===== config.mk =====
export PLATFORM = sky130hd
export DESIGN_NAME = mdu_top
export DESIGN_NICKNAME = d
export VERILOG_FILES = /design/src/rtl/mdu_pkg.sv /design/src/rtl/mdu_ctrl_if.sv /design/src/rtl/mdu_top.sv /design/src/rtl/mdu_result_unit.sv /design/src/rtl/mdu_iter_unit.sv /design/src/rtl/mdu_operand_unit.sv /design/src/rtl/mdu_ctrl.sv
export VERILOG_INCLUDE_DIRS = /design/src /design/src/rtl
export SDC_FILE = /design/constraint.sdc
export NUM_CORES = 1
export LEC_CHECK = 0
export ABC_CLOCK_PERIOD_IN_PS = 4450
export BUFFER_PORTS_ARGS = -buffer_cell sky130_fd_sc_hd__buf_2
export CORE_MARGIN = 2
export CORE_UTILIZATION = 60
export CTS_BUF_LIST = sky130_fd_sc_hd__clkbuf_4
export DETAILED_ROUTE_END_ITERATION = 10
export PLACE_DENSITY = 0.8
export SLEW_MARGIN = 25
export SYNTH_ARGS = -nofsm -noshare
export SYNTH_HDL_FRONTEND = slang
export SYNTH_SLANG_ARGS = --single-unit

===== constraint.sdc =====
create_clock -name clk -period 4.45 [get_ports clk]
set_clock_uncertainty 0.05 [all_clocks]
set_input_delay 0.6675 -clock clk [delete_from_list [all_inputs] [get_ports clk]]
set_output_delay 0.6675 -clock clk [all_outputs]
set_load 0.02 [all_outputs]

===== src/rtl/mdu_params.svh =====
`ifndef MDU_PARAMS_SVH
`define MDU_PARAMS_SVH

`define MDU_WIDTH 32
// wide enough to hold MDU_WIDTH itself
`define MDU_CNT_W ($clog2(`MDU_WIDTH) + 1)

`endif

===== src/rtl/mdu_pkg.sv =====
`default_nettype none

`include "mdu_params.svh"

package mdu_pkg;

  typedef logic [`MDU_WIDTH-1:0] word_t;
  typedef logic [2*`MDU_WIDTH-1:0] dword_t;  // remainder:quotient or product

  // same bit order as the request opcode
  typedef struct packed {
    logic is_div;
    logic hi_rem;
    logic is_unsigned;
  } mdu_op_t;

  typedef struct packed {
    logic div_zero;
    logic div_ovf;
  } mdu_err_t;

endpackage

`default_nettype wire


===== src/rtl/mdu_ctrl_if.sv =====
`default_nettype none

`include "mdu_params.svh"

interface mdu_ctrl_if;

  logic              load;      // capture operands, one cycle
  logic              step;      // one kernel bit per cycle
  logic              fix;       // write result register
  logic              err_done;  // error finish cycle
  mdu_pkg::mdu_err_t err;       // from request inputs, combinational

  modport ctrl (
    output load, step, fix, err_done,
    input  err
  );

  modport status (
    output err,
    input  load
  );

  modport listen (
    input load, step, fix, err_done
  );

endinterface

`default_nettype wire


===== src/rtl/mdu_top.sv =====
`default_nettype none

`include "mdu_params.svh"

module mdu_top (
  input  wire logic             clk,
  input  wire logic             rst_n,
  input  wire logic             valid_i,
  input  wire mdu_pkg::mdu_op_t op_i,
  input  wire mdu_pkg::word_t   lop_i,
  input  wire mdu_pkg::word_t   rop_i,
  output mdu_pkg::word_t        result_o,
  output logic                  done_o,
  output logic                  div_by_zero_o,
  output logic                  div_overflow_o
);

  mdu_pkg::mdu_op_t op_q;
  mdu_pkg::word_t   mag_a;
  mdu_pkg::word_t   mag_b;
  mdu_pkg::dword_t  acc;
  logic             neg_res;
  logic             neg_rem;

  mdu_ctrl_if u_ctrl_if ();

  mdu_ctrl u_ctrl (
    .clk            (clk),
    .rst_n          (rst_n),
    .valid_i        (valid_i),
    .ctrl_if        (u_ctrl_if.ctrl),
    .done_o         (done_o),
    .div_by_zero_o  (div_by_zero_o),
    .div_overflow_o (div_overflow_o)
  );

  mdu_operand_unit u_operand_unit (
    .clk       (clk),
    .rst_n     (rst_n),
    .op_i      (op_i),
    .lop_i     (lop_i),
    .rop_i     (rop_i),
    .ctrl_if   (u_ctrl_if.status),
    .op_q_o    (op_q),
    .mag_a_o   (mag_a),
    .mag_b_o   (mag_b),
    .neg_res_o (neg_res),
    .neg_rem_o (neg_rem)
  );

  mdu_iter_unit u_iter_unit (
    .clk     (clk),
    .rst_n   (rst_n),
    .ctrl_if (u_ctrl_if.listen),
    .op_q_i  (op_q),
    .mag_a_i (mag_a),
    .mag_b_i (mag_b),
    .acc_o   (acc)
  );

  mdu_result_unit u_result_unit (
    .clk       (clk),
    .rst_n     (rst_n),
    .ctrl_if   (u_ctrl_if.listen),
    .op_q_i    (op_q),
    .neg_res_i (neg_res),
    .neg_rem_i (neg_rem),
    .acc_i     (acc),
    .result_o  (result_o)
  );

endmodule

`default_nettype wire


===== src/rtl/mdu_result_unit.sv =====
`default_nettype none

`include "mdu_params.svh"

module mdu_result_unit (
  input  wire logic             clk,
  input  wire logic             rst_n,
  mdu_ctrl_if.listen            ctrl_if,
  input  wire mdu_pkg::mdu_op_t op_q_i,
  input  wire logic             neg_res_i,
  input  wire logic             neg_rem_i,
  input  wire mdu_pkg::dword_t  acc_i,
  output mdu_pkg::word_t        result_o
);

  mdu_pkg::dword_t prod;
  mdu_pkg::word_t  quo;
  mdu_pkg::word_t  rem;
  mdu_pkg::word_t  res_d;

  assign prod = neg_res_i ? -acc_i : acc_i;  // full width so the high word is right
  assign quo  = neg_res_i ? -acc_i[`MDU_WIDTH-1:0] : acc_i[`MDU_WIDTH-1:0];
  assign rem  = neg_rem_i ? -acc_i[2*`MDU_WIDTH-1:`MDU_WIDTH]
                          : acc_i[2*`MDU_WIDTH-1:`MDU_WIDTH];

  always_comb begin
    if (op_q_i.is_div) begin
      res_d = op_q_i.hi_rem ? rem : quo;
    end else begin
      res_d = op_q_i.hi_rem ? prod[2*`MDU_WIDTH-1:`MDU_WIDTH] : prod[`MDU_WIDTH-1:0];
    end
  end

  always_ff @(posedge clk) begin
    if (!rst_n) begin
      result_o <= '0;
    end else if (ctrl_if.fix) begin
      result_o <= res_d;
    end
  end

endmodule

`default_nettype wire


===== src/rtl/mdu_iter_unit.sv =====
`default_nettype none

`include "mdu_params.svh"

module mdu_iter_unit (
  input  wire logic             clk,
  input  wire logic             rst_n,
  mdu_ctrl_if.listen            ctrl_if,
  input  wire mdu_pkg::mdu_op_t op_q_i,
  input  wire mdu_pkg::word_t   mag_a_i,
  input  wire mdu_pkg::word_t   mag_b_i,
  output mdu_pkg::dword_t       acc_o
);

  mdu_pkg::dword_t       acc_q;
  mdu_pkg::dword_t       acc_d;
  mdu_pkg::word_t        acc_hi;
  logic [`MDU_WIDTH:0]   mul_sum;   // carry kept for the shift
  logic [`MDU_WIDTH:0]   rem_sh;
  logic [`MDU_WIDTH+1:0] rem_diff;
  logic                  q_bit;

  assign acc_hi = acc_q[2*`MDU_WIDTH-1:`MDU_WIDTH];

  // multiply step
  assign mul_sum = {1'b0, acc_hi} + (acc_q[0] ? {1'b0, mag_b_i} : '0);

  // restoring divide step, partial remainder shifted left by one
  assign rem_sh   = acc_q[2*`MDU_WIDTH-1:`MDU_WIDTH-1];
  assign rem_diff = {1'b0, rem_sh} - {2'b00, mag_b_i};
  assign q_bit    = ~rem_diff[`MDU_WIDTH+1];  // no borrow

  always_comb begin
    if (op_q_i.is_div) begin
      if (q_bit) begin
        acc_d = {rem_diff[`MDU_WIDTH-1:0], acc_q[`MDU_WIDTH-2:0], 1'b1};
      end else begin
        acc_d = {rem_sh[`MDU_WIDTH-1:0], acc_q[`MDU_WIDTH-2:0], 1'b0};
      end
    end else begin
      acc_d = {mul_sum, acc_q[`MDU_WIDTH-1:1]};
    end
  end

  always_ff @(posedge clk) begin
    if (!rst_n) begin
      acc_q <= '0;
    end else if (ctrl_if.load) begin
      acc_q <= {{`MDU_WIDTH{1'b0}}, mag_a_i};
    end else if (ctrl_if.step) begin
      acc_q <= acc_d;
    end
  end

  assign acc_o = acc_q;

endmodule

`default_nettype wire


===== src/rtl/mdu_operand_unit.sv =====
`default_nettype none

`include "mdu_params.svh"

module mdu_operand_unit (
  input  wire logic             clk,
  input  wire logic             rst_n,
  input  wire mdu_pkg::mdu_op_t op_i,
  input  wire mdu_pkg::word_t   lop_i,
  input  wire mdu_pkg::word_t   rop_i,
  mdu_ctrl_if.status            ctrl_if,
  output mdu_pkg::mdu_op_t      op_q_o,
  output mdu_pkg::word_t        mag_a_o,
  output mdu_pkg::word_t        mag_b_o,
  output logic                  neg_res_o,
  output logic                  neg_rem_o
);

  logic           lop_neg;
  logic           rop_neg;
  mdu_pkg::word_t min_neg;

  assign lop_neg = ~op_i.is_unsigned & lop_i[`MDU_WIDTH-1];
  assign rop_neg = ~op_i.is_unsigned & rop_i[`MDU_WIDTH-1];
  assign min_neg = {1'b1, {(`MDU_WIDTH-1){1'b0}}};

  assign ctrl_if.err = '{
    div_zero: op_i.is_div & (rop_i == '0),
    div_ovf:  op_i.is_div & ~op_i.is_unsigned & (lop_i == min_neg) & (rop_i == '1)
  };

  // left magnitude goes straight into the iteration register on load
  assign mag_a_o = lop_neg ? -lop_i : lop_i;

  always_ff @(posedge clk) begin
    if (!rst_n) begin
      op_q_o    <= '0;
      neg_res_o <= 1'b0;
      neg_rem_o <= 1'b0;
    end else if (ctrl_if.load) begin
      op_q_o    <= op_i;
      neg_res_o <= lop_neg ^ rop_neg;
      neg_rem_o <= lop_neg;  // remainder follows the dividend
    end
  end

  always_ff @(posedge clk) begin
    if (ctrl_if.load) begin
      mag_b_o <= rop_neg ? -rop_i : rop_i;
    end
  end

endmodule

`default_nettype wire


===== src/rtl/mdu_ctrl.sv =====
`default_nettype none

`include "mdu_params.svh"

module mdu_ctrl (
  input  wire logic clk,
  input  wire logic rst_n,
  input  wire logic valid_i,
  mdu_ctrl_if.ctrl  ctrl_if,
  output logic      done_o,
  output logic      div_by_zero_o,
  output logic      div_overflow_o
);

  typedef enum logic [2:0] {
    st_idle,
    st_load,
    st_iter,
    st_fix,
    st_done,
    st_err
  } state_e;

  localparam logic [`MDU_CNT_W-1:0] iter_cnt = `MDU_CNT_W'(`MDU_WIDTH);

  state_e                state_q;
  state_e                state_d;
  logic [`MDU_CNT_W-1:0] cnt_q;
  logic                  last_step;
  mdu_pkg::mdu_err_t     err_q;

  assign last_step = (cnt_q == `MDU_CNT_W'(1));

  always_comb begin
    state_d = state_q;
    case (state_q)
      st_idle: begin
        if (valid_i) begin
          state_d = (ctrl_if.err != '0) ? st_err : st_load;
        end
      end
      st_load: state_d = st_iter;
      st_iter: begin
        if (last_step) begin
          state_d = st_fix;
        end
      end
      st_fix:  state_d = st_done;
      st_done: state_d = st_idle;
      st_err:  state_d = st_idle;
      default: state_d = st_idle;
    endcase
  end

  assign ctrl_if.load     = (state_q == st_load);
  assign ctrl_if.step     = (state_q == st_iter);
  assign ctrl_if.fix      = (state_q == st_fix);
  assign ctrl_if.err_done = (state_q == st_err);

  always_ff @(posedge clk) begin
    if (!rst_n) begin
      state_q        <= st_idle;
      cnt_q          <= '0;
      err_q          <= '0;
      done_o         <= 1'b0;
      div_by_zero_o  <= 1'b0;
      div_overflow_o <= 1'b0;
    end else begin
      state_q <= state_d;
      if (ctrl_if.load) begin
        cnt_q <= iter_cnt;
      end else if (ctrl_if.step) begin
        cnt_q <= cnt_q - 1'b1;
      end
      if (state_q == st_idle && valid_i) begin
        err_q <= ctrl_if.err;  // flags of the accepted request
      end
      // outputs registered, one cycle after DONE or ERR
      done_o         <= (state_q == st_done) | ctrl_if.err_done;
      div_by_zero_o  <= ctrl_if.err_done & err_q.div_zero;
      div_overflow_o <= ctrl_if.err_done & err_q.div_ovf;
    end
  end

endmodule

`default_nettype wire


After elaboration in Yosys (flattened, before gate mapping)

Index checks and enable logic that the tools add are counted.

Equal/unequal tests: 10
Add/subtract/negate cells: 8
Reductions and logical operators: 7
Mux-type cells: 19
Bitwise logic cells: 12

Operators with widths:

| cell                                              | number |
|---|---|
| 2-to-1 mux 32 bit                                 | 10 |
| 2-to-1 mux 64 bit                                 | 3 |
| negator 32 bit                                    | 4 |
| == test 32 bit (second input constant)            | 2 |
| negator 64 bit                                    | 1 |
| subtractor 33 x 32 -> 34 bit                      | 1 |
| adder 32 x 32 -> 33 bit                           | 1 |
| logical NOT 32 bit                                | 1 |
| 2-to-1 mux 6 bit                                  | 2 |
| case mux 3 bit (4 select lines)                   | 1 |
| 2-to-1 mux 3 bit                                  | 3 |
| bitwise AND 1 bit                                 | 8 |
| == test 3 x 2 -> 1 bit (second input constant)    | 2 |
| == test 3 bit (second input constant)             | 2 |
| == test 6 x 1 -> 1 bit (second input constant)    | 1 |
| subtractor 6 x 1 -> 6 bit (second input constant) | 1 |
| inequality test 2 bit (second input constant)     | 2 |
| nonzero test 2 bit                                | 2 |
| == test 3 x 1 -> 1 bit (second input constant)    | 1 |
| logical NOT 3 bit                                 | 1 |
| inverter 1 bit                                    | 2 |
| AND reduction 2 bit                               | 1 |
| OR reduction 2 bit                                | 1 |
| logical AND 1 bit                                 | 1 |
| 2 further kinds                                   | 2 |

Flip-flop bits (word level): 146
Input port bits: 70
Logic and storage cells: 72
Output and inout bits: 35

Longest topological paths before layout

Depth after elaboration: 8
Depth in mapped cells: 14
Mapped depth without buffers: 13

By module

Synthesis repeated with hierarchy kept, for this count alone.

Cells, all modules: 1951
Area, all modules: 14780.4 um^2

Modules (own cells, without submodules):

| module           | seq. area each (um^2) | instances | cells each | area each (um^2) |
|---|---|---|---|---|
| mdu_iter_unit    | 1281.2                | 1         | 989        | 7146.9 |
| mdu_result_unit  | 640.6                 | 1         | 626        | 4361.7 |
| mdu_operand_unit | 1061.0                | 1         | 270        | 2633.8 |
| mdu_ctrl         | 280.3                 | 1         | 66         | 638.1 |

Worst setup path after synthesis

OpenSTA, ideal clock, no wires.

Path type: reg2reg
From: reg u_iter_unit.acc_q[0], in the netlist u_iter_unit.acc_o[0]
To: reg u_iter_unit.acc_q[60], in the netlist u_iter_unit.acc_o[60]
Path buffers: 2
Path slack: 1080 ps
Setup time: 121 ps
Data required time: 4279 ps
Cell stages (with the launch flop): 15
Clock period less this slack: 3370 ps
Arrival time: 3199 ps
Cell sequence: dfxtp_1 -> inv_1 -> clkbuf_1 -> nor2_1 -> ha_1 -> clkbuf_1 -> and3_1 -> a221o_1 -> a41o_1 -> a21o_1 -> a311oi_1 -> o21ai_0 -> xnor2_1 -> o22ai_1 -> a2bb2o_1

Cells in the longest elaborated chain, start to end: 3

Ends and longest elaborated chain:

| item                    | line                | RTL |
|---|---|---|
| from (decl)             | mdu_iter_unit.sv:15 | `mdu_pkg::dword_t acc_q;` |
| from (signal assigned)  | mdu_iter_unit.sv:49 | `` acc_q <= {{`MDU_WIDTH{1'b0}}, mag_a_i}; `` |
| 2-to-1 mux 32 bit       | mdu_iter_unit.sv:26 | `assign mul_sum = {1'b0, acc_hi} + (acc_q[0] ? {1'b0, mag_b_i} : '0);` |
| adder 32 x 32 -> 33 bit | mdu_iter_unit.sv:26 |  |
| 2-to-1 mux 64 bit       | mdu_iter_unit.sv:34 | `if (op_q_i.is_div) begin` |

No other way between the ends.
A chain may end at the register's enable or synchronous reset.

Worst setup path in the final report

From: reg u_iter_unit.acc_q[0], in the netlist u_iter_unit.acc_o[0]
To: reg u_iter_unit.acc_q[57], in the netlist u_iter_unit.acc_o[57]

The elaborated chain is that of the path after synthesis.

==> impl_metrics.py <==
metrics = {
    "status": {
        "status": "finished clean",
    },
    "floorplan": {
        "die-area_mm2": 0.0231,
        "die_y_um": 152,
        "die_x_um": 152,
        "core.rowCount": 54,
        "start_util": 0.606,
        "pin_count": 105,
        "coreArea_mm2": 0.0217,
    },
    "worst_setup_path": {
        "path_delay_family": "compound AO/OA/AOI/OAI gates",
        "worst-path-stages": 13,
        "cpPeakStageDelay_ns": 0.46,
        "cp.required_ns": 4.90,
        "r2r_cells": 13,
        "critPathLaunchType": "flip-flop",
        "critPathKind": "flip-flop to flip-flop",
        "path_cells": "inv_1, nor2_1, fa_1, a21o_1, a221oi_1, buf_4, a211oi_1, a21oi_2, nand2_1, a311oi_1, o21ai_0, mux2_2, o31ai_1",
        "end_kind": "flip-flop",
        "reg2reg_slack_ns": 0.65,
        "arrival_ns": 4.25,
        "reg2reg_to": "u_iter_unit.acc_o[57]",
        "cp_slowest_cell": "fa_1",
        "critPathBufInv": 2,
        "r2r-start": "u_iter_unit.acc_o[0]",
        "crit_fanout": 16,
    },
    "power_and_ir_drop": {
        "leakage_nw": 5.92,
        "power.density_mw_per_mm2": 252,
        "total_power_w": 0.00357,
        "vdd_ir_drop_max_mv": 0.160,
    },
    "grt": {
        "grt_max_degree": 60,
        "antenna_found_initial": 1,
        "grt.overflow.total": 0,
        "grt_pass1_vias": 12371,
        "grt_pass1_wl_um": 66400,
        "grtUsageTotal": 0.354,
    },
    "timing": {
        "relSlewSlack": 0.306,
        "finalSetupViolCount": 0,
        "finalCriticalPeriod_ns": 3.80,
        "max_clock_freq_ghz": 0.263,
        "grt_setup_unrepaired": "no",
        "tightest_slew_ns": 1.04,
        "hold_viol_final": 0,
        "setup_tns_ns": 0,
        "finalCritPeriodShare": 0.853,
        "drv_slew": 0,
    },
    "drt": {
        "vias_per_cell": 6.62,
        "num_vias": 13526,
        "first_pass_iters": 6,
        "drtIter0Drc": 1563,
        "post-route-drc-count": 0,
        "drt-total-wl_um": 42200,
        "wire_per_inst_um": 20.6,
        "antenna_left": 0,
    },
    "clock_network": {
        "clk_pin_slew_ns": 0.15,
        "clkLatencyLatePin_ns": 0.59,
        "cts_tree": "yes",
        "cts_setup_buffers": 0,
        "clock-sinks": 146,
        "clk_path_buf_depth": 2,
        "clockRootBuffer": "clkbuf_4",
        "htree_levels": 4,
        "cts_buffers": 17,
        "ctsHoldBuffers": 0,
        "cts_resized": 0,
    },
    "synth": {
        "ys_ff_latch": 146,
        "synth_edf_count": 32,
        "synthFlopType": "dfxtp_1",
        "seq_area_frac_synth": 0.247,
        "synthArstFlopShare": 0,
        "syn-mean-instance-area_um2": 7.76,
        "synth_fp_nets": 1838,
        "yosysWarningCount": 0,
        "ys_types": 88,
        "netlist_instances": 1695,
        "syn_area_mm2": 0.0131,
    },
    "worst_hold_path": {
        "hold_path_depth": 3,
        "hold_end": "u_operand_unit.op_q_o[1]",
        "hold_path_class": "input port to flip-flop",
        "worstHoldStart": "op_i[1]",
    },
    "finish": {
        "final_cells": 2043,
        "drive_above_1_share": 0.135,
        "nNetsFinal": 1892,
        "fill_cells": 1898,
        "syn_to_final_growth_pct": 8.04,
    },
    "placed_design": {
        "routabilityCongestion": 0.971,
        "place_inst": 2010,
        "io_buffers": 104,
        "hpwl_um": 32100,
    },
    "job": {
        "cap_violations": 0,
    },
}
-- worst max-delay path by stage --
stage                    startpoint               endpoint  slack (ns)
2_1_floorplan  u_iter_unit.acc_o[0]  u_iter_unit.acc_o[60]        1.08
3_3_place_gp   u_iter_unit.acc_o[0]  u_iter_unit.acc_o[57]        0.84
3_5_place_dp   u_iter_unit.acc_o[0]  u_iter_unit.acc_o[57]        0.74
4_1_cts        u_iter_unit.acc_o[0]  u_iter_unit.acc_o[57]        0.70
5_1_grt        u_iter_unit.acc_o[0]  u_iter_unit.acc_o[57]        0.28
6_report       u_iter_unit.acc_o[0]  u_iter_unit.acc_o[57]        0.65
-- cell type report --
| type | instances | area (µm²) | area share |
|---|---|---|---|
| clock inverters | 15 | 161 | 0.0114 |
| diodes | 1 | 2.50 | 0.000176 |
| flip-flops and latches | 146 | 3250 | 0.229 |
| well taps | 280 | 350 | 0.0247 |
| clock buffers | 17 | 128 | 0.00899 |
| repair buffers | 137 | 793 | 0.0558 |
| inverters | 73 | 274 | 0.0193 |
| multi-input cells | 1374 | 9250 | 0.651 |
-- layer usage --
layer	GRT usage	vias to the layer above	routed length [µm]
met5	0	-	0
met4	0.137	0	1440
met3	0.0522	97	3870
met2	0.535	742	18400
met1	0.512	6374	18400
li1	-	6313	-
-- cell families (layout without fill, tap and decap cells) --
family          count (synthesis)  in the layout  share of synthesized area
buf+inv                       175            242                     0.0507
fa+ha+maj                      73             73                     0.0706
compound gates                546            546                      0.265
other cells                     0              1                          0
simple gates                  515            515                      0.198
flops                         146            146                      0.247
xor+xnor                      186            186                      0.124
mux                            54             54                     0.0446
-- synth_stat cells (5+ instances only) --
cell       instances  area (µm²)
a21oi_1          153         766
edfxtp_1          32         961
nor4_1            20         125
buf_1              5        18.8
or4_1             13        97.6
ha_1              71         888
and2_1            18         113
inv_1             72         270
a21o_1            32         240
mux2_2            37         417
buf_2              5        25.0
o21bai_1           8        60.1
nand4_1           18         113
clkbuf_1          91         342
dfxtp_1          114        2280
nand2_1          124         465
a211oi_1          15         113
xor2_1            84         736
o2111ai_1          5        43.8
nand2b_1           9        56.3
xnor2_1          102         893
o21ai_1            5        25.0
o21a_1             9        67.6
or2_2              6        37.5
or3_1             12        75.1
a211o_1            8        70.1
mux2i_1           17         170
o221ai_1          44         385
o211ai_1          12        90.1
o31ai_1           18         135
nor3_1            38         190
nor2_1           147         552
nor2b_1           23         144
o22ai_1           11        68.8
o41ai_1            7        61.3
o21ai_0          140         701
and3_1            14        87.6
a31oi_1           19         119
nand3_1           39         195
a21boi_0          14         105
-- per-stage QoR --
| stage | utilization | hold WS [ns] | worst slack [ns] | cell area, µm² |
|---|---|---|---|---|
| floorplan | - | 0.409 | 1.08 | 13100 |
| global placement | 0.641 | 0.401 | 0.836 | 13900 |
| detailed placement | 0.641 | 0.413 | 0.739 | 13900 |
| CTS | 0.655 | 0.279 | 0.704 | 14200 |
| global route | 0.655 | 0.274 | 0.283 | 14200 |
| finish | 0.655 | 0.307 | 0.654 | 14200 |
-- worst register-to-register path, stage by stage, from the launching register on --
cell	delay (ns)
dfxtp_1	0.41
inv_1	0.45
nor2_1	0.17
fa_1	0.46
a21o_1	0.22
a221oi_1	0.26
buf_4	0.18
a211oi_1	0.08
a21oi_2	0.25
nand2_1	0.13
a311oi_1	0.41
o21ai_0	0.16
mux2_2	0.29
o31ai_1	0.21
-- flip-flops by register name (all words and copies together), names as in the netlist --
| signal | cells |
|---|---|
| u_ctrl.done_o | 1 |
| u_ctrl.div_overflow_o | 1 |
| u_operand_unit.neg_res_o | 1 |
| u_ctrl.div_by_zero_o | 1 |
| u_operand_unit.mag_b_o | 32 |
| u_iter_unit.acc_o | 64 |
| u_ctrl.err_q | 2 |
| u_ctrl.state_q | 3 |
| u_operand_unit.op_q_o | 2 |
| u_ctrl.cnt_q | 6 |
| u_operand_unit.neg_rem_o | 1 |
| u_result_unit.result_o | 32 |
-- where the power goes --
group | switching, W | internal [W]
sequential | 0.000119 | 0.00144
clock | 0.000615 | 0.000306
combinational | 0.000680 | 0.000417
total | 0.00141 | 0.00216
-- placed cells by master (no fill, tap or decap), types with 15 or more instances in the layout --
| cell | n |
|---|---|
| inv_1 | 72 |
| buf_4 | 31 |
| dfxtp_1 | 113 |
| edfxtp_1 | 32 |
| xnor2_1 | 102 |
| clkbuf_4 | 17 |
| nor2b_1 | 23 |
| a21o_1 | 32 |
| o221ai_1 | 44 |
| o31ai_1 | 18 |
| xor2_1 | 84 |
| mux2i_1 | 17 |
| mux2_2 | 37 |
| and2_1 | 18 |
| a21oi_1 | 153 |
| nand2_1 | 124 |
| ha_1 | 71 |
| nor3_1 | 38 |
| o21ai_0 | 140 |
| buf_2 | 104 |
| nor2_1 | 146 |
| a31oi_1 | 19 |
| nand3_1 | 39 |
| nand4_1 | 18 |
| a211oi_1 | 15 |
| nor4_1 | 20 |
Note: power is estimated with default switching activity, not from simulation.
